==> config.mk <==
export PLATFORM = sky130hd
export DESIGN_NAME = timekeeper
export DESIGN_NICKNAME = d
export VERILOG_FILES = /design/src/clock_pkg.sv /design/src/hms_counter.sv /design/src/timekeeper.sv
export SDC_FILE = /design/constraint.sdc
export NUM_CORES = 1
export LEC_CHECK = 0
export ABC_AREA = 1
export BUFFER_PORTS_ARGS = -buffer_cell sky130_fd_sc_hd__buf_2
export CAP_MARGIN = 20
export CORE_UTILIZATION = 55
export CTS_BUF_LIST = sky130_fd_sc_hd__clkbuf_8 sky130_fd_sc_hd__clkbuf_16
export DETAILED_ROUTE_END_ITERATION = 12
export PLACE_DENSITY = 0.77
export SLEW_MARGIN = 0
export SYNTH_ARGS = -nofsm -noshare
export SYNTH_HDL_FRONTEND = slang
export SYNTH_HIERARCHICAL = 1
export SYNTH_SLANG_ARGS = --single-unit
==> constraint.sdc <==
create_clock -name clk -period 1.83 [get_ports clk]
set_input_delay 0 -clock clk [delete_from_list [all_inputs] [get_ports clk]]
set_output_delay 0 -clock clk [all_outputs]
set_load 0.1 [all_outputs]
==> src/clock_pkg.sv <==
//////////////////////////////////////////////////
// Digital clock shared definitions
// Mode and field encodings, time and pulse
// structs, field limits and segment patterns
//////////////////////////////////////////////////
`default_nettype none

package clock_pkg;

	// Display and edit mode
	typedef enum logic [1:0] {
		MODE_CLOCK = 2'd0,
		MODE_SET   = 2'd1,
		MODE_ALARM = 2'd2
	} mode_e;

	// Field selected for editing
	typedef enum logic [1:0] {
		FIELD_SEC  = 2'd0,
		FIELD_MIN  = 2'd1,
		FIELD_HOUR = 2'd2
	} field_e;

	typedef struct packed {
		logic [4:0] hour;
		logic [5:0] min;
		logic [5:0] sec;
	} hms_t;

	// One increment pulse per field
	typedef struct packed {
		logic sec;
		logic min;
		logic hour;
	} inc_t;

	// Push switches, as levels or as press pulses
	typedef struct packed {
		logic mode;
		logic field;
		logic inc;
		logic alarm;
	} btn_t;

	localparam int SEC_MAX  = 59;
	localparam int MIN_MAX  = 59;
	localparam int HOUR_MAX = 23;

	localparam int NUM_DIGITS = 6;

	// Segments a to g, a in the MSB, active high
	localparam int SEG_W = 7;
	typedef logic [SEG_W-1:0] seg_t;

	localparam seg_t SEG_PATTERNS [10] = '{
		7'b111_1110,
		7'b011_0000,
		7'b110_1101,
		7'b111_1001,
		7'b011_0011,
		7'b101_1011,
		7'b101_1111,
		7'b111_0000,
		7'b111_1111,
		7'b111_0011
	};

endpackage

`default_nettype wire

==> src/hms_counter.sv <==
//////////////////////////////////////////////////
// Hours, minutes and seconds counter
// Independent per-field increments, each field
// wraps at its limit, with carry outputs
//////////////////////////////////////////////////
`timescale 1ns/1ns
`default_nettype none

module hms_counter (
	input  wire              clk,
	input  wire              rst_n,
	input  clock_pkg::inc_t  i_inc,
	output clock_pkg::hms_t  o_time,
	output clock_pkg::inc_t  o_carry
);

	logic sec_max;
	logic min_max;
	logic hour_max;

	assign sec_max  = (o_time.sec == 6'(clock_pkg::SEC_MAX));
	assign min_max  = (o_time.min == 6'(clock_pkg::MIN_MAX));
	assign hour_max = (o_time.hour == 5'(clock_pkg::HOUR_MAX));

	always_ff @(posedge clk or negedge rst_n) begin
		if (!rst_n) begin
			o_time <= '0;
		end else begin
			if (i_inc.sec) begin
				o_time.sec <= sec_max ? 6'd0 : o_time.sec + 6'd1;
			end
			if (i_inc.min) begin
				o_time.min <= min_max ? 6'd0 : o_time.min + 6'd1;
			end
			if (i_inc.hour) begin
				o_time.hour <= hour_max ? 5'd0 : o_time.hour + 5'd1;
			end
		end
	end

	// Carries are combinational so a full rollover settles in one cycle
	assign o_carry = '{
		sec:  1'b0,
		min:  i_inc.sec & sec_max,
		hour: i_inc.min & min_max
	};

endmodule

`default_nettype wire

==> src/timekeeper.sv <==
//////////////////////////////////////////////////
// Timekeeper
// Clock and alarm counters, alarm match flag
// and selection of the displayed time
//////////////////////////////////////////////////
`timescale 1ns/1ns
`default_nettype none

module timekeeper (
	input  wire               clk,
	input  wire               rst_n,
	input  clock_pkg::inc_t   i_time_inc,
	input  clock_pkg::inc_t   i_alarm_inc,
	input  clock_pkg::mode_e  i_mode,
	input  wire               i_alarm_en,
	output clock_pkg::inc_t   o_carry,
	output clock_pkg::hms_t   o_disp_time,
	output logic              o_alarm
);

	clock_pkg::hms_t clock_time;
	clock_pkg::hms_t alarm_time;
	logic            time_match;

	hms_counter u_clock_time (
		.clk     (clk),
		.rst_n   (rst_n),
		.i_inc   (i_time_inc),
		.o_time  (clock_time),
		.o_carry (o_carry)
	);

	// Alarm fields are edited one at a time, carries not needed
	hms_counter u_alarm_time (
		.clk     (clk),
		.rst_n   (rst_n),
		.i_inc   (i_alarm_inc),
		.o_time  (alarm_time),
		.o_carry ()
	);

	assign time_match = (clock_time == alarm_time);

	// Set on a match, held until the alarm is disabled
	always_ff @(posedge clk or negedge rst_n) begin
		if (!rst_n) begin
			o_alarm <= 1'b0;
		end else begin
			o_alarm <= i_alarm_en & (time_match | o_alarm);
		end
	end

	assign o_disp_time = (i_mode == clock_pkg::MODE_ALARM) ? alarm_time : clock_time;

endmodule

`default_nettype wire
==> reports/qor.yml <==
status: "finished, final reports clean"
pre_cts_slack_ns: 0.3752
max_stage_delay_ns: 0.43
die-area_um2: 4482
viasPerCell: 5.069
finalWeightedCongestion: 0.8140
crit_arrival_ns: 1.70
syn_area_um2: 2320
area_growth_pct: 14.40
detail_route.wl_per_cell_um: 12.07
min_path_type: "in -> reg"
yosys_warnings: 6
initial_core_util_pct: 57.58
track_usage_pct: 23.33
routed_wl_um: 4878
rsz0062_at_grt: "no"
cts_sinks: 35
drv_cap: 0
dr.pass1.iters: 4
ant_nets: 0
clkLatencyLatePin_ns: 0.29
avgSynthCellArea_um2: 7.364
core_region_area_um2: 4029
path_cells: "ha_1, inv_1, nor2_1, nand3_2, inv_1, clkbuf_4"
grt_max_degree: 36
crit_path_max_fanout: 5
syn-instance-count: 315
path_clk_slew_ns: 0.07
grt_pass1_wl_um: 7534
clockBufferDepth: 2
worstPathRequired_ns: 1.83
drive_gt1_share_pct: 20.06
setup_slack_ns: 0.1258
timing.hold.ws_ns: 0.03956
numPortBuffers: 30
drc: 0
row_count: 23
criticalPathCategory: "reg -> out"
cts_buffers: 5
htree_levels: 2
slew_viol_final: 0
dp_hpwl_um: 3543
num_vias: 2048
place_inst: 392
ios: 32
period_needed_ns: 1.704
clock-root-buffer: "clkbuf_8"
cts_tree: "built"
critPathLaunchType: "flip-flop"
slew_headroom_pct: 47.85
endpoint_kind: "output pin"
path_delay_family: "buffers and inverters"
fp.dieH_um: 66.95
worst_pin_slew_ns: 0.7822
nets: 370
timing.final.crit_share_pct: 93.13
setup-tns-final_ns: 0
syn-num-nets: 332
finalHoldViolations: 0
drt_iter0_drc: 106
cp_slowest_cell: "dfrtp_1"
die_x_um: 66.95
path_buf_inv: 3
grt_overflow: 0
antenna_found_initial: 0
finalSetupViolations: 0
grt_pass1_vias: 1743
num_antenna_cells: 0
crit_top_cell: "inv_1"
max_freq_mhz: 586.8
clock_skew_ns: 0.004184
fin_cells: 404
placed cells by master, fill, tap and decap left out, types with 3 or more instances in the layout:
cell / instances
a21oi_1: 15
buf_2: 28
clkbuf_8: 7
dfrtp_1: 35
dlygate4sd3_1: 4
ha_1: 6
inv_1: 48
mux2_2: 8
mux2_4: 3
nand2_1: 87
nand2_2: 5
nand3_1: 19
nor2_1: 37
nor2_2: 4
o21ai_0: 8
o21ai_1: 7
or2_2: 4
xnor2_1: 3
xor2_1: 9
metal layers:
layer / vias to the layer above / global-route usage [%] / wire [um]
met5: - / 0 / 0
met4: 0 / 11.17 / 63
met3: 7 / 4.110 / 156
met2: 33 / 39.27 / 2405
met1: 957 / 28.53 / 2252
li1: 1051 / - / -
stage by stage:
stage | utilization [%] | instance area (um2)
final | 65.87 | 2654
after CTS | 65.75 | 2649
after detailed placement | 62.27 | 2509
after global placement | 62.27 | 2509
after global routing | 65.87 | 2654
after floorplan | - | 2320
flip-flops by register name (all words and copies together), names as in the netlist:
register	cells
o_alarm	1
u_clock_time/o_time	17
u_alarm_time/o_time	17
repair_timing:
action                                  4_1_cts  5_1_grt
hold buffers                                  4        0
endpoints found under the setup margin        0        2
setup buffers                                 0        0
gates resized for setup                       0        3
endpoints found under the hold margin        40        0
path summary, 6_finish.rpt:
path,start,end,slack [ns],depth (start not counted)
worst min-delay path,i_time_inc[2],u_clock_time/o_time[1],0.04,2
worst max-delay path,u_clock_time/o_time[1],o_carry[1],0.13,6
worst max register to register,u_alarm_time/o_time[6],u_alarm_time/o_time[11],0.55,6
max in group asynchronous,rst_n,u_clock_time/o_time[14],1.01,2
min in group asynchronous,rst_n,u_clock_time/o_time[9],0.32,2
worst min register to register,o_alarm,o_alarm,0.52,2
final cells by class:
cell class,count,area [um2]
inverter,49,183.9
fill,364,1375
clock buffer,7,96.34
clock inverter,1,3.754
timing repair buffer,34,195.2
tap,50,62.56
sequential,35,875.8
multi-input combinational,228,1236
Power is not shown: default switching activity piles up to over one toggle a cycle in this logic, so the estimate is an artifact.
