==> config.mk <==
export PLATFORM = sky130hd
export DESIGN_NAME = clock_ctrl
export DESIGN_NICKNAME = d
export VERILOG_FILES = /design/src/clock_pkg.sv /design/src/clock_ctrl.sv
export SDC_FILE = /design/constraint.sdc
export NUM_CORES = 1
export LEC_CHECK = 0
export BUFFER_PORTS_ARGS = -buffer_cell sky130_fd_sc_hd__buf_4
export CAP_MARGIN = 20
export CORE_AREA = 2 2 39 41
export DETAILED_ROUTE_END_ITERATION = 12
export DIE_AREA = 0 0 41 43
export PLACE_DENSITY = 0.52
export SLEW_MARGIN = 0
export SYNTH_ARGS = -nofsm -noshare
export SYNTH_HDL_FRONTEND = slang
export SYNTH_SLANG_ARGS = --single-unit
==> constraint.sdc <==
create_clock -name clk -period 3.2 [get_ports clk]
set_clock_uncertainty 0.2 [all_clocks]
set_input_delay 0.96 -clock clk [delete_from_list [all_inputs] [get_ports clk]]
set_output_delay 0.96 -clock clk [all_outputs]
set_load 0.01 [all_outputs]
==> src/clock_pkg.sv <==
//////////////////////////////////////////////////
// Digital clock shared definitions
// Mode and field encodings, time and pulse
// structs, field limits and segment patterns
//////////////////////////////////////////////////
`default_nettype none

package clock_pkg;

	// Display and edit mode
	typedef enum logic [1:0] {
		MODE_CLOCK = 2'd0,
		MODE_SET   = 2'd1,
		MODE_ALARM = 2'd2
	} mode_e;

	// Field selected for editing
	typedef enum logic [1:0] {
		FIELD_SEC  = 2'd0,
		FIELD_MIN  = 2'd1,
		FIELD_HOUR = 2'd2
	} field_e;

	typedef struct packed {
		logic [4:0] hour;
		logic [5:0] min;
		logic [5:0] sec;
	} hms_t;

	// One increment pulse per field
	typedef struct packed {
		logic sec;
		logic min;
		logic hour;
	} inc_t;

	// Push switches, as levels or as press pulses
	typedef struct packed {
		logic mode;
		logic field;
		logic inc;
		logic alarm;
	} btn_t;

	localparam int SEC_MAX  = 59;
	localparam int MIN_MAX  = 59;
	localparam int HOUR_MAX = 23;

	localparam int NUM_DIGITS = 6;

	// Segments a to g, a in the MSB, active high
	localparam int SEG_W = 7;
	typedef logic [SEG_W-1:0] seg_t;

	localparam seg_t SEG_PATTERNS [10] = '{
		7'b111_1110,
		7'b011_0000,
		7'b110_1101,
		7'b111_1001,
		7'b011_0011,
		7'b101_1011,
		7'b101_1111,
		7'b111_0000,
		7'b111_1111,
		7'b111_0011
	};

endpackage

`default_nettype wire

==> src/clock_ctrl.sv <==
//////////////////////////////////////////////////
// Clock controller
// Mode, field and alarm enable state, and the
// steering of ticks, carries and presses
//////////////////////////////////////////////////
`timescale 1ns/1ns
`default_nettype none

module clock_ctrl (
	input  wire                clk,
	input  wire                rst_n,
	input  clock_pkg::btn_t    i_press,
	input  wire                i_sec_tick,
	input  clock_pkg::inc_t    i_carry,
	output clock_pkg::mode_e   o_mode,
	output clock_pkg::field_e  o_field,
	output logic               o_alarm_en,
	output clock_pkg::inc_t    o_time_inc,
	output clock_pkg::inc_t    o_alarm_inc
);

	clock_pkg::inc_t run_inc;
	clock_pkg::inc_t edit_inc;

	always_ff @(posedge clk or negedge rst_n) begin
		if (!rst_n) begin
			o_mode     <= clock_pkg::MODE_CLOCK;
			o_field    <= clock_pkg::FIELD_SEC;
			o_alarm_en <= 1'b0;
		end else begin
			if (i_press.mode) begin
				case (o_mode)
					clock_pkg::MODE_CLOCK: o_mode <= clock_pkg::MODE_SET;
					clock_pkg::MODE_SET:   o_mode <= clock_pkg::MODE_ALARM;
					default:               o_mode <= clock_pkg::MODE_CLOCK;
				endcase
			end
			if (i_press.field) begin
				case (o_field)
					clock_pkg::FIELD_SEC: o_field <= clock_pkg::FIELD_MIN;
					clock_pkg::FIELD_MIN: o_field <= clock_pkg::FIELD_HOUR;
					default:              o_field <= clock_pkg::FIELD_SEC;
				endcase
			end
			if (i_press.alarm) begin
				o_alarm_en <= ~o_alarm_en;
			end
		end
	end

	// Free running count with the counter's own carries
	always_comb begin
		run_inc.sec  = i_sec_tick;
		run_inc.min  = i_carry.min;
		run_inc.hour = i_carry.hour;
	end

	// Inc press lands on the selected field only
	always_comb begin
		edit_inc = '0;
		case (o_field)
			clock_pkg::FIELD_SEC:  edit_inc.sec  = i_press.inc;
			clock_pkg::FIELD_MIN:  edit_inc.min  = i_press.inc;
			clock_pkg::FIELD_HOUR: edit_inc.hour = i_press.inc;
			default:               edit_inc      = '0;
		endcase
	end

	// Clock time is frozen in set mode, keeps running otherwise
	assign o_time_inc  = (o_mode == clock_pkg::MODE_SET) ? edit_inc : run_inc;
	assign o_alarm_inc = (o_mode == clock_pkg::MODE_ALARM) ? edit_inc : '0;

endmodule

`default_nettype wire

==> parameters.txt <==
Parameter                              Value

Detailed routing
  Total detailed-routing wirelength    690 um
  Average routed wire per standard cell    10.6 um
  Routed vias/inst    roughly 4.4
  Count of unresolved DRC violations after routing    0
  Number of iterations in the first detailed-routing pass    1
  Via Count    285
  Post-DRT Antenna Nets    0
  Iteration-0 DRC Markers    0

Clock tree
  CTS Hold Buffers Added    0
  TritonCTS clock tree    built
  Clock sink count    5
  Clock edge transition at the registers on the reported setup and hold paths    approximately 0.04 ns
  Cell at the root of the clock tree    clkbuf_4
  Setup bufs post-CTS    0
  Num CTS Buffers    3
  Number of cells upsized or downsized after cts    0
  Clock latency of the later-clocked register in the worst-skew pair    between 0.2 and 0.25 ns
  Maximum count of clock buffers along a single path    2
  Level count of the clock H-tree    1

STA
  Maximum frequency from static timing analysis    between 0.3 and 0.4 GHz
  Final number of setup-violating endpoints    0
  Final hold violation count    0
  Fin crit period    2.75 ns
  Slew @ Worst Pin    0.234 ns
  Final max-slew violation count    0
  Final period util    0.859
  Setup repair after global routing missed its margin    no
  Headroom to the max-slew limit    0.844
  Post-route setup TNS    0 ns

Layout
  Relative area change from synthesis to final layout    67.7%
  Fillers    approximately 150
  Sequential standard cell area    approximately 130 um^2
  Fin util    0.338
  Area of the multi-input gates    ~150 um^2
  Number of antenna cells inserted    0
  Nets@finish    60
  Share of layout cells above drive strength 1    0.469

Yosys
  Area share of the largest cell type after synthesis    0.448
  Mapped Area    roughly 280 um^2
  Distinct cell type count after synthesis    13
  Most area-hungry cell type in the Yosys netlist    dfrtp_1
  Number of cells produced by synthesis    26
  Share of cell area taken by muxes after synthesis    0.0762
  Basic-gate share of the synthesized area counting and, or, nand and nor cells    0.287
  Top flip-flop cell by instance count after synthesis    dfrtp_1
  Most frequent cell after synthesis    dfrtp_1
  Adder-cell area share of the yosys netlist    0
  Number of enable flip-flop cells after synthesis    0
  Share of async-settable or async-resettable flops after synthesis    1.00
  Number of warning messages in the yosys log    0
  Synth Area per Inst    ~11 um^2
  Dominant combinational cell family by area after synthesis    simple AND/OR/NAND/NOR gates
  Top cells by count, synth    dfrtp_1, a22o_1, nand2b_1
  Synthesized Nets    36
  Sequential element share of the synthesized area    0.448
  Compound-Gate Fraction of Synth Area    0.130
  Post-synthesis share of cell area spent on xor and xnor gates    0.0314
  #FFs+latches synth    5
  Most area-consuming cells after synthesis    dfrtp_1, a22o_1, and4bb_1

Floorplan
  Floorplan die height    43 um
  Placeable core region    around 1400 um^2
  Total Die Area    approximately 1800 um^2
  Cell row count    14
  Width of the die    around 41 um
  Effective utilization at floorplan    0.202
  Io pins    21

Global routing
  Number of antenna violations at the first check in global routing    0
  First-pass GRT wire length    approximately 1000 um
  Vias in the first global route    267
  Remaining global-route overflow    0
  Overall fraction of global-route tracks in use    0.0857
  Maximum number of pins on one net before global-route repair    10

Min path
  Number of stages on the worst hold path    1
  Hold Path End    o_alarm_en
  Type of the worst min-delay path    reg2reg
  Hold path startpoint    o_alarm_en

Pwr
  Leakage power    0.234 nW
  Worst supply voltage drop on vdd    359 uV
  Power density cells    ~730 nW/um^2

Critical path
  Endpoint required time on the critical path    between 2 and 2.5 ns
  Biggest fanout along the worst timing path    3
  Worst reg2reg startpoint    o_field[0]
  Kind of start point of the critical path    input pin
  Slack of the worst reg-to-reg path    roughly 2.1 ns
  Arrival @ worst endpoint    approximately 1.6 ns
  Worst Reg2Reg Path Length in Cells    2
  Crit. End Element    output port
  Setup Crit Path Kind    in2out
  Reg-to-Reg End    o_field[0]

Placement
  I/O Buffers    19
  Placer Congestion    approximately 0.56
  Post-DP HPWL    roughly 550 um

Outcome
  Result of the run    complete, no violations

Run
  Maxcap violations    0
## worst max-delay path: stages
cell and delay (ns):
buf_4 0.12, and4bb_1 0.19, a22o_1 0.18, buf_4 0.14
## power by group
| part | total, W | switching (W) | internal, W | leakage (nW) |
|---|---|---|---|---|
| clock | 0.0000715 | 0.0000245 | 0.0000471 | 0.0150 |
| sequential | 0.000126 | 0.0000379 | 0.0000879 | 0.0614 |
| combinational | 0.000144 | 0.0000575 | 0.0000864 | 0.157 |
## layout make-up
cell class                 count  area share
inverter                       2      0.0160
timing repair buffer          19       0.305
clock buffer                   4      0.0561
sequential                     5       0.267
multi-input combinational     19       0.313
tap                           16      0.0428
## routing by layer
metal / vias up / wire (um) / global-route usage
met1: 120 / 303 / 0.0945
met5: - / 0 / 0
met4: 0 / 0 / 0.0800
li1: 145 / - / -
met2: 20 / 278 / 0.116
met3: 0 / 108 / 0.0366
## how the worst max path moves through the flow
| stage | startpoint | to | slack (ns) | cells past startpoint |
|---|---|---|---|---|
| after floorplan | i_press[1] | o_alarm_inc[1] | 0.65 | 2 |
| after global placement | i_press[1] | o_time_inc[0] | 0.45 | 4 |
| after detailed placement | i_press[1] | o_time_inc[2] | 0.45 | 4 |
| after CTS | i_press[1] | o_time_inc[2] | 0.45 | 4 |
| after global routing | i_press[1] | o_time_inc[2] | 0.43 | 4 |
| final | i_press[1] | o_time_inc[2] | 0.45 | 4 |
## sequential cells by signal, summed over array words and instances (netlist names)
| signal | flops |
|---|---|
| o_alarm_en | 1 |
| o_field | 2 |
| o_mode | 2 |
## stage by stage
step | hold slack (ns) | power [W] | std cells | worst slack, ns | cell area, um^2
finish | 0.270 | 0.000341 | 65 | 0.452 | 468
CTS | 0.273 | 0.000349 | 65 | 0.449 | 468
global route | 0.299 | 0.000370 | 65 | 0.430 | 468
global placement | 0.261 | 0.000272 | 61 | 0.454 | 442
floorplan | 0.304 | 0.000192 | 26 | 0.650 | 279
detailed placement | 0.258 | 0.000272 | 61 | 0.449 | 442
## cells by family after synthesis
logic type,Yosys count
and+or+nand+nor,11
AOI/OAI and AO/OA,5
DFF,5
muxes,2
buffers and inverters,2
xor gates and xnor gates,1
## placed cells by master, fill, tap and decap left out, types with 2 or more instances in the layout
cell / count
clkbuf_4: 3
nor3_1: 2
a22o_1: 3
buf_4: 19
nand3b_1: 2
and4bb_1: 2
inv_1: 2
o21ai_0: 2
nand2b_1: 3
dfrtp_1: 5
(Power assumes the default switching activity.)
