===== src/clock_pkg.sv =====
//////////////////////////////////////////////////
// Digital clock shared definitions
// Mode and field encodings, time and pulse
// structs, field limits and segment patterns
//////////////////////////////////////////////////
`default_nettype none

package clock_pkg;

	// Display and edit mode
	typedef enum logic [1:0] {
		MODE_CLOCK = 2'd0,
		MODE_SET   = 2'd1,
		MODE_ALARM = 2'd2
	} mode_e;

	// Field selected for editing
	typedef enum logic [1:0] {
		FIELD_SEC  = 2'd0,
		FIELD_MIN  = 2'd1,
		FIELD_HOUR = 2'd2
	} field_e;

	typedef struct packed {
		logic [4:0] hour;
		logic [5:0] min;
		logic [5:0] sec;
	} hms_t;

	// One increment pulse per field
	typedef struct packed {
		logic sec;
		logic min;
		logic hour;
	} inc_t;

	// Push switches, as levels or as press pulses
	typedef struct packed {
		logic mode;
		logic field;
		logic inc;
		logic alarm;
	} btn_t;

	localparam int SEC_MAX  = 59;
	localparam int MIN_MAX  = 59;
	localparam int HOUR_MAX = 23;

	localparam int NUM_DIGITS = 6;

	// Segments a to g, a in the MSB, active high
	localparam int SEG_W = 7;
	typedef logic [SEG_W-1:0] seg_t;

	localparam seg_t SEG_PATTERNS [10] = '{
		7'b111_1110,
		7'b011_0000,
		7'b110_1101,
		7'b111_1001,
		7'b011_0011,
		7'b101_1011,
		7'b101_1111,
		7'b111_0000,
		7'b111_1111,
		7'b111_0011
	};

endpackage

`default_nettype wire


===== src/switch_sync.sv =====
//////////////////////////////////////////////////
// Push switch conditioning
// Two-flop sync, periodic sampling and rising
// edge detect into one-cycle press pulses
//////////////////////////////////////////////////
`timescale 1ns/1ns
`default_nettype none

module switch_sync #(
	parameter int SAMPLE_DIV = 4
) (
	input  wire              clk,
	input  wire              rst_n,
	input  clock_pkg::btn_t  i_sw,
	input  wire              i_sample,
	output clock_pkg::btn_t  o_press
);

	// Ratio of one samples on every clock
	localparam bit SAMPLE_ALWAYS = (SAMPLE_DIV <= 1);

	clock_pkg::btn_t sw_meta;
	clock_pkg::btn_t sw_sync;
	clock_pkg::btn_t sw_level;
	logic            sample_en;

	assign sample_en = SAMPLE_ALWAYS | i_sample;

	always_ff @(posedge clk or negedge rst_n) begin
		if (!rst_n) begin
			sw_meta  <= '0;
			sw_sync  <= '0;
			sw_level <= '0;
			o_press  <= '0;
		end else begin
			sw_meta <= i_sw;
			sw_sync <= sw_meta;
			if (sample_en) begin
				sw_level <= sw_sync;
				// Sampled 0 to 1 change is a press
				o_press  <= clock_pkg::btn_t'(sw_sync & ~sw_level);
			end else begin
				o_press  <= '0;
			end
		end
	end

endmodule

`default_nettype wire


===== config.mk =====
export PLATFORM = sky130hd
export DESIGN_NAME = switch_sync
export DESIGN_NICKNAME = d
export VERILOG_FILES = /design/src/clock_pkg.sv /design/src/switch_sync.sv
export SDC_FILE = /design/constraint.sdc
export NUM_CORES = 1
export LEC_CHECK = 0
export ABC_AREA = 1
export BUFFER_PORTS_ARGS = -buffer_cell sky130_fd_sc_hd__clkbuf_2
export CORE_AREA = 3 3 40 42
export DETAILED_ROUTE_END_ITERATION = 8
export DIE_AREA = 0 0 43 45
export REMOVE_ABC_BUFFERS = 1
export SYNTH_ARGS = -nofsm -noshare
export SYNTH_HDL_FRONTEND = slang
export SYNTH_SLANG_ARGS = --single-unit

===== constraint.sdc =====
create_clock -name clk -period 1.05 [get_ports clk]
set_clock_uncertainty 0.2 [all_clocks]
set_input_delay 0.2625 -clock clk [delete_from_list [all_inputs] [get_ports clk]]
set_output_delay 0.2625 -clock clk [all_outputs]
set_load 0.01 [all_outputs]

==> run summary, run 1 <==
Dpl hpwl = 425.8 um
Hold Path Class = in -> reg
Synth Instances = 33
Fmax = 797.6 MHz
Placer congestion estimate = 0.5634
Total GRT Usage = 8.959%
Clk slew on worst S/H paths = 0.09 ns
H-tree depth = 1
Outcome = finished, violations left
Largest net degree at the start of global routing = 17
Worst VDD drop = 0.0008679 V
DRC = 0
Initial antenna violation count = 0
CORE AREA = 0.001285 mm^2
CTS max path bufs = 2
CP required = 0.59 ns
Fin area = 619.3 um^2
Crit path max-delay family = flip-flops
Crit path from = o_press[1]
Synthesized area per cell = 14.07 um^2
Cells after DPL = 58
First-pass GRT wire length = 1152 um
LEAKAGE = 0.0003296 uW
Vias = 274
Clk root buf = clkbuf_4
Max_cap viols = 0
I/O Pins = 11
DRT antenna net count = 0
Crit path time final = 1.254 ns
Relative slew slack = 74.32%
Worst skew pair latency = 0.29 ns
Yosys reg bits = 16
Cts bufs inserted = 3
Met3 usage = 3.187%
Drt pass-1 iters = 1
# setup viols final = 4
Syn. warnings = 0
Violated checks = setup timing
Worst hold start = i_sample
Slew @ Worst Pin = 0.3852 ns
Chip width = 43 um
Fin cells = 67
Critical Path End Type = output pin
Vias in the first global route = 272
Initial DRC count = 0
Multi-input gate area in the final layout = 60.06 um^2
Top FF cell, synth = dfrtp_1
Vias per inst = 4.090
CP peak stage delay = 0.38 ns
Reg2reg start = sw_sync[3]
Final Hold Vio Count = 0
Layout area overhead = 33.42%
Register area = 400.4 um^2
Unrepaired setup endpoints after global routing = true
DP Area = 533.0 um^2
Sequential fraction of the synthesis area = 86.25%
Final WL = 674 um
Met2 Usage GRT = 13.77%
Sum of negative setup slack = -0.7524 ns
Worst Path Max Fanout = 1
Cell taking the most area after synthesis = dfrtp_1
Top post-synthesis cells by count = dfrtp_1 (16), nand2_1 (12), nor2_1 (4)
Area contributors post-synth = dfrtp_1 (86%), nand2_1 (9.7%), nor2_1 (3.2%)
CTS tree = yes
EDFF count, synth = 0
CP Buf/Inv Count = 1
Port Buf Inserts = 10
Worst-path cell chain = clkbuf_2
CP Launch Type = flop
Initial Util = 36.12%
Synth async-reset ratio = 100.0%
Crit-path slowest cell = dfrtp_1
Total grt overflow = 0
Busiest layer in global routing = met2
Most used standard cell by instance count after synthesis = dfrtp_1
Final worst setup slack = -0.2038 ns
Clk sink count = 16
Std-Cell Rows = 13
Met1 global-route usage = 9.326%
Critical path class = reg -> out
Routed len/inst = 10.06 um
Yosys top cell area share = 86.25%
Layout cells sized above 1 = 26.92%
Post_cts resized = 0
Die extent in y = 45 um
Period utilisation layout = 119.4%
DP Worst Slack = 0.1058 ns
Crit path DAT = 0.79 ns
Pwr/cell area = 1841 mW/mm^2
Die Footprint = 0.001935 mm^2
Final-layout fill cell count = 122
Yosys cell types = 4
Synth Cell Area = 464.2 um^2
Diode count = 0
Min Hold Slack = 0.04346 ns
Slew Limit Fails = 0
Layout Nets = 60
flip-flops by register name (all words and copies together) (netlist names):
signal,flops
o_press,4
sw_level,4
sw_sync,4
sw_meta,4
metrics by stage:
stage	util (%)	total power, uW
4_1_cts	48.20	1153
6_report	48.20	1140
3_3_place_gp	41.48	732.2
3_5_place_dp	41.48	735.8
5_1_grt	48.20	1189
2_1_floorplan	-	698.0
report_power, final:
part / internal [uW] / switching (uW)
logic: 33.3 / 37.3
clock network: 211 / 194
registers: 653 / 12.1
per-layer routing:
layer  up-vias  share of wire (%)
li1        136                  -
met1       121                 44
met4         0                3.1
met5         -                  0
met2        13                 44
met3         4                9.2
area by class of cell:
cell class                      count  share of cell area [%]
Multi-Input combinational cell     16                   9.697
Clock buffer                        4                   5.859
Tap cell                           15                   3.030
Inverter                            1                  0.6061
Timing Repair Buffer               15                   16.16
Sequential cell                    16                   64.65
cell usage in the layout (no fill, tap or decap), drive strengths merged:
cell type / n
dlygate4sd3: 5
inv: 1
dfrtp: 16
nand2: 12
nor2: 4
clkbuf: 14
final timing paths:
| kind | end | slack, ns | cells after the start |
|---|---|---|---|
| max reg2reg | sw_level[3] | 0.23 | 2 |
| min reg2reg | sw_sync[2] | 0.15 | 0 |
| min | o_press[0] | 0.04 | 3 |
| max | o_press[1] | -0.20 | 1 |
| min in group asynchronous | sw_meta[0] | 0.21 | 2 |
| max in group asynchronous | o_press[2] | 0.16 | 2 |
logic make-up after synthesis:
family / after synthesis / share of synthesized area (%)
flops: 16 / 86.25
simple gates: 16 / 12.94
buf+inv: 1 / 0.8078
what timing repair did:
| item | in CTS | in global routing |
|---|---|---|
| endpoints found under the hold margin | 20 | 0 |
| setup endpoints to repair | 4 | 4 |
| setup buffers | 0 | 0 |
| gates cloned | 0 | 0 |
| hold buffers | 5 | 0 |
Note: power is estimated with default switching activity, not from simulation.
==> run 2, diff against run 1 <==
Settings changed: ABC_AREA 1 to not set.
==> run 2 against run 1 <==
  * The run still ends with setup timing left
  * Flip-flop and latch count unchanged
  * Clock power down 5.4%
  * First-iteration DRC count up 1
  * Utilization up 2.8 points
  * Register-to-register slack worse by 0.15 ns
  * Area after synthesis up 10%
  * Non-clock buffer count unchanged
  * Largest power group unchanged
==> run summary, run 2 <==
Worst VDD drop = 0.0007683 V (-11%)
Die extent in y = 45 um (unchanged)
LEAKAGE = 0.0003376 uW (+2.4%)
Top post-synthesis cells by count = dfrtp_1 (16), and3b_2 (4), mux2_4 (4)
Placer congestion estimate = 0.6242 (+11%)
Std-Cell Rows = 13 (unchanged)
Post-synthesis adder-cell area fraction = 0% (unchanged)
Final-layout fill cell count = 112 (-8.2%)
Synth Instances = 25 (-24%)
Initial Util = 39.82% (+3.7 points)
Slew Limit Fails = 0 (unchanged)
Worst-path cell chain = clkbuf_2
DRT antenna net count = 0 (unchanged)
Relative slew slack = 75.08% (+0.77 points)
Most used standard cell by instance count after synthesis = dfrtp_1
Port Buf Inserts = 10 (unchanged)
Drt pass-1 iters = 2 (+1)
Total GRT Usage = 9.402% (+0.44 points)
Synth async-reset ratio = 100.0% (unchanged)
Sum of negative setup slack = -0.7051 ns (+0.04732 ns)
Initial antenna violation count = 0 (unchanged)
Reg2reg start = sw_level[1]
Period utilisation layout = 117.5% (-1.9 points)
I/O Pins = 11 (unchanged)
Simple-gate area share of the yosys netlist = 7.824% (-5.1 points)
CORE AREA = 0.001285 mm^2 (unchanged)
Cell taking the most area after synthesis = dfrtp_1
H-tree depth = 1 (unchanged)
Crit-path slowest cell = dfrtp_1
Clk sink count = 16 (unchanged)
Most frequent cells in the layout = dfrtp_1 (16), clkbuf_2 (10), dlygate4sd3_1 (5)
CP required = 0.59 ns (about the same)
Yosys cell types = 4 (unchanged)
Pwr/cell area = 1742 mW/mm^2 (-5.4%)
Layout Nets = 51 (-15%)
Largest family of logic cells by synthesized area = multiplexers
XOR/XNOR Fraction of Synth Area = 0% (unchanged)
DP Area = 569.3 um^2 (+6.8%)
Outcome = finished, violations left
Vias per inst = 4.328 (+5.8%)
CP Launch Type = flop
Critical path class = reg -> out
Final Hold Vio Count = 0 (unchanged)
Synthesized area per cell = 20.47 um^2 (+46%)
DRC = 0 (unchanged)
Crit path DAT = 0.77 ns (-0.02 ns)
Die Footprint = 0.001935 mm^2 (unchanged)
Fin area = 655.6 um^2 (+5.9%)
Fin util = 51.02% (+2.8 points)
Mux cell area share after synthesis = 11.74% (+12 points)
Fmax = 810.3 MHz (+1.6%)
Crit path from = o_press[3]
CTS max path bufs = 2 (unchanged)
Fin cells = 58 (-13%)
Largest net degree at the start of global routing = 17 (unchanged)
Slew @ Worst Pin = 0.3737 ns (-0.01148 ns)
Final WL = 701 um (+4.0%)
Vias = 251 (-8.4%)
EDFF count, synth = 0 (unchanged)
Chip width = 43 um (unchanged)
Syn. warnings = 0 (unchanged)
Cells after DPL = 49 (-16%)
Final worst setup slack = -0.1842 ns (+0.01960 ns)
Critical Path End Type = output pin
Post-synthesis compound-gate area fraction = 0% (unchanged)
Layout cells sized above 1 = 51.16% (+24 points)
CTS tree = yes
Total grt overflow = 0 (unchanged)
Layout area overhead = 28.12%
Clk slew on worst S/H paths = 0.09 ns (about the same)
CP peak stage delay = 0.38 ns (about the same)
CP Buf/Inv Count = 1 (unchanged)
Vias in the first global route = 304 (+12%)
Area contributors post-synth = dfrtp_1 (78%), mux2_4 (12%), and3b_2 (7.8%)
Clk root buf = clkbuf_4
Sequential fraction of the synthesis area = 78.24% (-8.0 points)
Post_cts resized = 0 (unchanged)
Max_cap viols = 0 (unchanged)
Hold Path Class = reg -> reg
Crit path max-delay family = flip-flops
# setup viols final = 4 (unchanged)
Setup bufs post-CTS = 0 (unchanged)
Cts bufs inserted = 3 (unchanged)
Unrepaired setup endpoints after global routing = true
Synth Cell Area = 511.7 um^2 (+10%)
Initial DRC count = 1 (+1)
Worst hold start = sw_meta[0]
Yosys top cell area share = 78.24% (-8.0 points)
Diode count = 0 (unchanged)
First-pass GRT wire length = 1297 um (+13%)
Worst skew pair latency = 0.27 ns (-0.02 ns)
Crit path time final = 1.234 ns (-0.01960 ns)
Top FF cell, synth = dfrtp_1
Yosys reg bits = 16 (unchanged)
Leading cell type in the layout, fill and taps excluded = dfrtp_1
Worst Path Max Fanout = 1 (unchanged)
Routed len/inst = 12.09 um (+20%)
Violated checks = setup timing
==> run 2: cell types whose count changed in the layout (fill, tap and decap cells not counted) <==
cell / change
nand2_1: -12
and3b_2: +4
mux2_4: +4
nor2_1: -4
inv_1: -1
==> run 2: logic make-up (layout without fill, tap and decap cells) <==
family	after synthesis	after routing
buffers and inverters	1	19
AND/OR/NAND/NOR	4	4
multiplexers	4	4
flip-flops	16	16
==> run 2: path summary, 6_finish.rpt <==
kind,to,slack (ns),cells past startpoint
max in group asynchronous,sw_level[0],0.15,2
min reg2reg,sw_sync[0],0.15,0
min in group asynchronous,sw_level[2],0.23,2
max reg2reg,sw_level[1],0.08,1
min,sw_sync[0],0.15,0
max,o_press[3],-0.18,1
==> run 2: layout make-up <==
cell class              count  area, um^2  area share, %
clock buffers               4       36.28          5.534
flip-flops and latches     16       400.4          61.07
multi-input cells           8       100.1          15.27
repair buffers             15       100.1          15.27
well taps                  15       18.77          2.863
==> run 2: stage by stage <==
| step | hold slack, ns | total power [uW] | setup WS (ns) |
|---|---|---|---|
| 6_report | 0.1489 | 1142 | -0.1842 |
| 3_3_place_gp | -0.01812 | 752.7 | -0.03444 |
| 2_1_floorplan | -0.2331 | 716.4 | 0.1269 |
| 5_1_grt | 0.1704 | 1200 | -0.2234 |
| 3_5_place_dp | -0.004430 | 759.5 | -0.05331 |
| 4_1_cts | 0.1547 | 1169 | -0.2069 |
==> run 2: timing repair <==
action,4_1_cts,5_1_grt
hold buffers,5,0
setup endpoints to repair,4,4
hold endpoints to repair,20,0
pin swaps,0,0
gates cloned,0,0
==> run 2: layer usage <==
metal	part of all wire, %	track usage [%]
met3	6.6	3.984
met2	50	14.67
met1	43	10.94
met4	0	5.422
met5	0	0
==> run 2: report_power, final <==
part	switching, uW	internal (uW)
combinational	33.5	55.9
sequential	15.8	654
clock	172	211
