File: src/clock_pkg.sv
//////////////////////////////////////////////////
// Digital clock shared definitions
// Mode and field encodings, time and pulse
// structs, field limits and segment patterns
//////////////////////////////////////////////////
`default_nettype none

package clock_pkg;

	// Display and edit mode
	typedef enum logic [1:0] {
		MODE_CLOCK = 2'd0,
		MODE_SET   = 2'd1,
		MODE_ALARM = 2'd2
	} mode_e;

	// Field selected for editing
	typedef enum logic [1:0] {
		FIELD_SEC  = 2'd0,
		FIELD_MIN  = 2'd1,
		FIELD_HOUR = 2'd2
	} field_e;

	typedef struct packed {
		logic [4:0] hour;
		logic [5:0] min;
		logic [5:0] sec;
	} hms_t;

	// One increment pulse per field
	typedef struct packed {
		logic sec;
		logic min;
		logic hour;
	} inc_t;

	// Push switches, as levels or as press pulses
	typedef struct packed {
		logic mode;
		logic field;
		logic inc;
		logic alarm;
	} btn_t;

	localparam int SEC_MAX  = 59;
	localparam int MIN_MAX  = 59;
	localparam int HOUR_MAX = 23;

	localparam int NUM_DIGITS = 6;

	// Segments a to g, a in the MSB, active high
	localparam int SEG_W = 7;
	typedef logic [SEG_W-1:0] seg_t;

	localparam seg_t SEG_PATTERNS [10] = '{
		7'b111_1110,
		7'b011_0000,
		7'b110_1101,
		7'b111_1001,
		7'b011_0011,
		7'b101_1011,
		7'b101_1111,
		7'b111_0000,
		7'b111_1111,
		7'b111_0011
	};

endpackage

`default_nettype wire

File: src/seg_scan.sv
//////////////////////////////////////////////////
// Seven-segment display scan
// BCD split of the time, segment decode and
// digit multiplexing with decimal points
//////////////////////////////////////////////////
`timescale 1ns/1ns
`default_nettype none

module seg_scan (
	input  wire                                clk,
	input  wire                                rst_n,
	input  wire                                i_scan,
	input  clock_pkg::hms_t                    i_time,
	input  clock_pkg::mode_e                   i_mode,
	input  clock_pkg::field_e                  i_field,
	output clock_pkg::seg_t                    o_seg,
	output logic                               o_seg_dp,
	output logic [clock_pkg::NUM_DIGITS-1:0]   o_seg_enb
);

	localparam int IDX_W = $clog2(clock_pkg::NUM_DIGITS);
	localparam logic [IDX_W-1:0] IDX_LAST = IDX_W'(clock_pkg::NUM_DIGITS - 1);

	logic [IDX_W-1:0] digit_idx;
	logic [3:0]       digits [clock_pkg::NUM_DIGITS];
	logic [3:0]       cur_digit;

	// Two-digit value to {tens, ones}
	function automatic logic [7:0] to_bcd(input logic [5:0] value);
		logic [3:0] tens;
		logic [3:0] ones;
		tens = 4'(value / 6'd10);
		ones = 4'(value % 6'd10);
		return {tens, ones};
	endfunction

	always_ff @(posedge clk or negedge rst_n) begin
		if (!rst_n) begin
			digit_idx <= '0;
		end else if (i_scan) begin
			if (digit_idx == IDX_LAST) begin
				digit_idx <= '0;
			end else begin
				digit_idx <= digit_idx + 1'b1;
			end
		end
	end

	// Digit 0 is the seconds ones, digit 5 the hours tens
	always_comb begin
		{digits[1], digits[0]} = to_bcd(i_time.sec);
		{digits[3], digits[2]} = to_bcd(i_time.min);
		{digits[5], digits[4]} = to_bcd({1'b0, i_time.hour});
	end

	assign cur_digit = digits[digit_idx];

	// Anything past 9 stays blank
	assign o_seg = (cur_digit < 4'd10) ? clock_pkg::SEG_PATTERNS[cur_digit] : '0;

	// Common node enables are active low
	assign o_seg_enb = ~(clock_pkg::NUM_DIGITS'(1) << digit_idx);

	always_comb begin
		if ((i_mode == clock_pkg::MODE_SET) || (i_mode == clock_pkg::MODE_ALARM)) begin
			// Mark the ones digit of the field being edited
			o_seg_dp = (digit_idx == IDX_W'({i_field, 1'b0}));
		end else begin
			o_seg_dp = ~digit_idx[0];
		end
	end

endmodule

`default_nettype wire

File: config.mk
export PLATFORM = sky130hd
export DESIGN_NAME = seg_scan
export DESIGN_NICKNAME = d
export VERILOG_FILES = /design/src/clock_pkg.sv /design/src/seg_scan.sv
export SDC_FILE = /design/constraint.sdc
export NUM_CORES = 1
export LEC_CHECK = 0
export BUFFER_PORTS_ARGS = -buffer_cell sky130_fd_sc_hd__buf_2
export CAP_MARGIN = 10
export CORE_AREA = 4 4 64 66
export DETAILED_ROUTE_END_ITERATION = 12
export DIE_AREA = 0 0 68 70
export GPL_TIMING_DRIVEN = 0
export PLACE_DENSITY_LB_ADDON = 0.2
export SYNTH_ARGS = -nofsm -noshare
export SYNTH_HDL_FRONTEND = slang
export SYNTH_SLANG_ARGS = --single-unit
export TNS_END_PERCENT = 30
File: constraint.sdc
create_clock -name clk -period 4.38 [get_ports clk]
set_clock_uncertainty 0.05 [all_clocks]
set_input_delay 0.438 -clock clk [delete_from_list [all_inputs] [get_ports clk]]
set_output_delay 0.438 -clock clk [all_outputs]
set_load 0.03 [all_outputs]
==> metrics.cfg, run 1 <==
[yosys]
ys.flop_type=dfrtp_1
ys_seq_area_share_pct=5.42
async_flop_share_pct=100
syn_inst=203
ys_ff_latch=3
yosysWarningCount=0
netlist_area_sq_um=1390
synth_top_area_share_pct=9.03
syn_nets=237
synth.area.top_cells=ha_1, o21ai_0, a21oi_1
syn_area_per_cell_sq_um=6.83
synth_cell_type_count=54
synth-edff-count=0
synth_top_area_cell=ha_1

[sta]
fmaxAchievable_mhz=253
relSlewSlack_pct=45.2
worst_slew_pin_slew_ns=0.815
hold_violations=0
min_period_ns=3.96
setup_viol=0
grt_setup_unrepaired=false
fin_crit_sh_pct=90.3
slew_viol_final=0
final.setup.tns_ns=0

[clock_network]
clockBufferDepth=2
cts_tree=built
cts_max_level=1
clk-insertion-delay-late_ns=0.24
post_cts_buffers=0
clock_sinks=3
numCtsBuffers=3
path_clk_slew_ns=0.04
ctsRootBufferMaster=clkbuf_4

[setup_path]
crit_type=primary input to primary output
worstSetupEndpointType=primary output
worstPathRequired_ns=3.89
reg2reg_slack_ns=2.82
arrival_ns=3.47
cp-start-kind=primary input
worst-path-max-fanout=10

[layout]
nets=277
drive_gt1_share_pct=20.7
n_antenna_cell=0
top_register=digit_idx
reg.largest.list=digit_idx: 3 flops
final_util_pct=46.2
area_delta_synth_final_pct=19.2
fill_cells=408
fin_cells=290
largest_reg_flops=3

[drt]
ant_nets=0
vias_per_cell=5.49
wl_per_cell_um=12.3
drt_iter0_drc=43
finalWirelength_um=3570
dr_total_vias=1591
first_pass_iters=4
drt_drc_violations_left=0

[power]
ir_drop_mv=0.633
pwr-share-comb_pct=90.1
p_clk_share_pct=4.8
cellPowerDensity_nw_per_um2=644
seqPwrFrac_pct=5.1
power.total_mw=1.06
power.switching_mw=0.652
power.internal_mw=0.412
p_sw_share_pct=61.3
p_leak_nw=0.744

[global_routing]
grt.met1_usage_pct=20.6
grt_use_met2_pct=22.7
grt_use_met3_pct=1.77
grt_max_degree=11
overflow=0
grt_pass1_vias=1305
top_usage_layer=met2
grt_antenna_before_repair=0
grt_first_pass_wirelength_um=5670
track_usage_pct=14.4

[placement]
gp_congestion=0.801
dp.final_hpwl_um=2840
portBuffers=34
dp_cells=285

[die]
initial_core_util_pct=38.7
die_y_um=70
boundaryPins=38
num_rows=22
die_w_um=68
coreArea_sq_um=3580
dieArea_sq_um=4760

[worst_hold_path]
hold_path_class=primary input to flop

[flow_run]
max-cap-violations=0

[run_status]
status=complete, no violations

-- through the flow --
stage | instance area, sq um | hold slack (ns) | setup WS [ns]
after floorplan | 1390 | 0.0924 | 0.634
after global placement | 1620 | 0.188 | 0.367
after detailed placement | 1620 | 0.188 | 0.393
after CTS | 1650 | 0.371 | 0.384
after global routing | 1650 | 0.389 | 0.134
final | 1650 | 0.371 | 0.424
-- cells in the final DEF, fill, tap and decap left out, types with 5 or more instances in the layout --
cell type,synthesis,final
buf_2,4,38
inv_1,19,19
o21ai_0,18,18
a21oi_1,17,17
nand2_1,15,15
nor2_1,11,11
nor3_1,10,10
ha_1,10,10
a21o_1,9,9
nor2b_1,8,8
clkbuf_1,6,7
xnor2_1,6,6
nand2b_1,5,5
-- worst max-delay path, cell delays in order --
cell and delay, ns:
buf_6 0.11, inv_1 0.06, ha_1 0.31, nor2b_2 0.19, a32oi_1 0.19, nand2_1 0.15
o31ai_1 0.21, nor2_1 0.06, o31ai_1 0.67, inv_1 0.16, ha_1 0.25, or2_2 0.28
o221ai_1 0.16, buf_2 0.22
-- power by group through the flow --
stage	logic, mW	registers [mW]	clock network, mW
2_1_floorplan	0.740	0.0509	0
3_3_place_gp	0.961	0.0544	0
3_5_place_dp	0.961	0.0545	0
4_1_cts	0.967	0.0545	0.0513
5_1_grt	1.05	0.0562	0.0524
6_report	0.959	0.0548	0.0509
-- synth_stat cells (all sizes together), types with 5 or more instances --
library cell  instances
inv                  19
nor3                 10
nor2                 11
nor2b                11
ha                   10
a21o                  9
o21ai                18
clkbuf                6
nand2                15
a21oi                17
xnor2                 6
nand2b                5
buf                   6
-- layer usage --
metal / vias to the layer above / routed length (um)
met5: - / 0
met4: 0 / 13
met3: 3 / 195
met2: 41 / 1650
met1: 719 / 1710
li1: 828 / -
-- path summary, 6_finish.rpt --
kind | startpoint | endpoint | depth (start not counted)
worst max-delay path | i_time[4] | o_seg[6] | 14
worst min-delay path | i_scan | digit_idx[0] | 2
worst max register to register | digit_idx[2] | digit_idx[2] | 5
worst min register to register | digit_idx[1] | digit_idx[2] | 3
max in group asynchronous | rst_n | digit_idx[2] | 2
min in group asynchronous | rst_n | digit_idx[0] | 2
-- cell families after synthesis --
family                   share of synthesized area, %
AO/OA/AOI/OAI                                    41.3
AND/OR/NAND/NOR                                  26.9
buffers and inverters                            9.30
adder cells (fa/ha/maj)                          9.75
XOR/XNOR                                         4.42
multiplexers                                     2.89
flip-flops                                       5.42
-- repair_timing --
item / in CTS / in global routing
resized for setup: 0 / 0
endpoints found under the setup margin: 0 / 0
endpoints found under the hold margin: 3 / 0
hold buffers: 1 / 0
-- final cells by class --
class,count,area [sq um],share of cell area [%]
multi-input combinational,169,1180,71.5
clock buffer,4,26.3,1.59
inverter,19,71.3,4.31
timing repair buffer,35,180,10.9
buffer,12,57.6,3.48
tap,48,60.1,3.63
sequential,3,75.1,4.54
Note: power is estimated with default switching activity, not from simulation.
==> inputs of run 2 (changes only) <==
--- a/config.mk
+++ b/config.mk
@@ -5,11 +5,11 @@
 export SDC_FILE = /design/constraint.sdc
 export NUM_CORES = 1
 export LEC_CHECK = 0
-export BUFFER_PORTS_ARGS = -buffer_cell sky130_fd_sc_hd__buf_2
 export CAP_MARGIN = 10
-export CORE_AREA = 4 4 64 66
+export CORE_AREA = 4 4 62 64
 export DETAILED_ROUTE_END_ITERATION = 12
-export DIE_AREA = 0 0 68 70
+export DIE_AREA = 0 0 66 68
+export DONT_BUFFER_PORTS = 1
 export GPL_TIMING_DRIVEN = 0
 export PLACE_DENSITY_LB_ADDON = 0.2
 export SYNTH_ARGS = -nofsm -noshare
==> run 2 against run 1 <==
Utilization decreased by 0.97 points. Clock power decreased by 3%. Clock-buffer cell count unchanged. First-iteration DRC count increased by 120%. Global-route usage increased by 1.8 points. Via count decreased by 7.8%. Final area decreased by 10%. Critical path depth decreased by 1. Setup slack got worse by 0.052 ns. Sequential power decreased by 3%. Largest cell class unchanged.
==> metrics.cfg, run 2 (synthesis gave the netlist of run 1 again) <==
[run_status]
status=complete, no violations

[die]
die_y_um=68  ; -2.9%
initial_core_util_pct=42.2  ; +3.5 points
die_w_um=66  ; -2.9%
boundaryPins=38  ; unchanged
num_rows=21  ; -4.5%
dieArea_sq_um=4490  ; -5.7%
coreArea_sq_um=3280  ; -8.2%

[sta]
hold_violations=0  ; unchanged
layout_setup_ws_ns=0.372  ; -0.0516 ns
fin_crit_sh_pct=91.5  ; +1.2 points
fmaxAchievable_mhz=250  ; -1.3%
worst_slew_pin_slew_ns=0.717  ; -0.0985 ns
setup_viol=0  ; unchanged
grt_setup_unrepaired=false
slew_viol_final=0  ; unchanged
relSlewSlack_pct=53.1  ; +7.9 points
min_period_ns=4.01  ; +0.0516 ns
final.setup.tns_ns=0  ; unchanged

[global_routing]
grt_max_degree=11  ; unchanged
overflow=0  ; unchanged
grt_first_pass_wirelength_um=5870  ; +3.4%
grt_antenna_before_repair=0  ; unchanged
grt_pass1_vias=1273  ; -2.5%
track_usage_pct=16.2  ; +1.8 points

[setup_path]
crit_type=primary input to primary output
worstPathRequired_ns=3.89  ; about the same
worstSetupEndpointType=primary output
r2r-start=digit_idx[2]
cp-start-kind=primary input
rr_endpoint=digit_idx[2]
reg2reg_depth=5  ; unchanged
reg2reg_slack_ns=2.84  ; +0.02 ns
arrival_ns=3.52  ; +0.05 ns
worst-path-max-fanout=10  ; unchanged

[layout]
final_common_cell=inv_1
n_antenna_cell=0  ; unchanged
reg.largest.list=digit_idx: 3 flops
final_cell_mix=inv_1, o21ai_0, a21oi_1
largest_reg_flops=3  ; unchanged
drive_gt1_share_pct=8.17  ; -12 points
top_register=digit_idx
nets=243  ; -12%
fill_cells=370  ; -9.3%
fin_cells=254  ; -12%
area_delta_synth_final_pct=7.13
final_util_pct=45.2  ; -0.97 points

[flow_run]
max-cap-violations=0  ; unchanged

[drt]
drt_iter0_drc=96  ; +120%
drt_drc_violations_left=0  ; unchanged
ant_nets=0  ; unchanged
wl_per_cell_um=14.1  ; +14%
finalWirelength_um=3580  ; +0.28%
vias_per_cell=5.78  ; +5.3%
first_pass_iters=4  ; unchanged
dr_total_vias=1467  ; -7.8%

[clock_network]
ctsRootBufferMaster=clkbuf_4
clock_sinks=3  ; unchanged
clockBufferDepth=2  ; unchanged
path_clk_slew_ns=0.04  ; about the same
cts_max_level=1  ; unchanged
numCtsBuffers=3  ; unchanged
cts_tree=built
post_cts_buffers=0  ; unchanged
clk-insertion-delay-late_ns=0.23  ; about the same

[placement]
portBuffers=0  ; -100%
dp.final_hpwl_um=2770  ; -2.2%
dp_cells=249  ; -13%
dp_slack_ns=0.104  ; -0.289 ns
gp_congestion=0.847  ; +5.8%

[worst_hold_path]
hold_path_class=primary input to flop
hold_end=digit_idx[2]
whs_path_depth=1  ; -1
hp-start=i_scan

[power]
power.total_mw=0.957  ; -10%
p_leak_nw=0.619  ; -17%
cellPowerDensity_nw_per_um2=645  ; +0.11%
ir_drop_mv=0.570  ; -10%

## run 2: changes by cell type in the layout (fill, tap and decap cells not counted)
cell / change
buf_2: -34
o31ai_1: -1
o31ai_2: +1
## run 2: repair_timing
item,CTS,global route
setup endpoints to repair,0,1
hold buffers,1,0
hold endpoints to repair,3,0
resized for setup,0,1
## run 2: metal layers
layer	GRT usage (%)	vias up	part of all wire (%)
li1	-	757	-
met2	24.9	40	43
met1	23.5	670	50
met4	4.57	0	0
met5	0	-	0
met3	2.13	0	6.9
## run 2: how the worst max path moves through the flow
stage / end / slack (ns) / startpoint / cells past startpoint
finish: o_seg[6] / 0.37 / i_time[4] / 13
global route: o_seg[6] / 0.07 / i_time[4] / 13
CTS: o_seg[6] / 0.09 / i_time[4] / 13
detailed placement: o_seg[6] / 0.10 / i_time[4] / 13
global placement: o_seg[6] / 0.06 / i_time[4] / 13
floorplan: o_seg[6] / 0.63 / i_time[4] / 13
## run 2: report_power, final
part,internal [mW],switching (mW)
registers,0.0411,0.0120
logic,0.256,0.598
clock network,0.0342,0.0154
## run 2: critical path: stages
cell	delay (ns)
buf_6	0.11
inv_1	0.06
ha_1	0.31
nor2b_2	0.19
a32oi_1	0.19
nand2_1	0.15
o31ai_1	0.22
nor2_1	0.09
o31ai_2	0.52
inv_1	0.14
ha_1	0.24
or2_2	0.29
o221ai_1	0.57
## run 2: cell type report
type	instances	area (sq um)	share of cell area, %
Multi-Input combinational cell	169	1190	79.9
Sequential cell	3	75.1	5.05
Inverter	19	71.3	4.80
Buffer	12	57.6	3.88
Tap cell	46	57.6	3.88
Clock buffer	4	26.3	1.77
Timing Repair Buffer	1	10.0	0.674
## run 2: per-stage QoR
step,hold WS (ns),instance area (sq um)
floorplan,0.0924,1390
global placement,0.0925,1440
detailed placement,0.0925,1440
CTS,0.228,1480
global route,0.221,1490
finish,0.237,1490
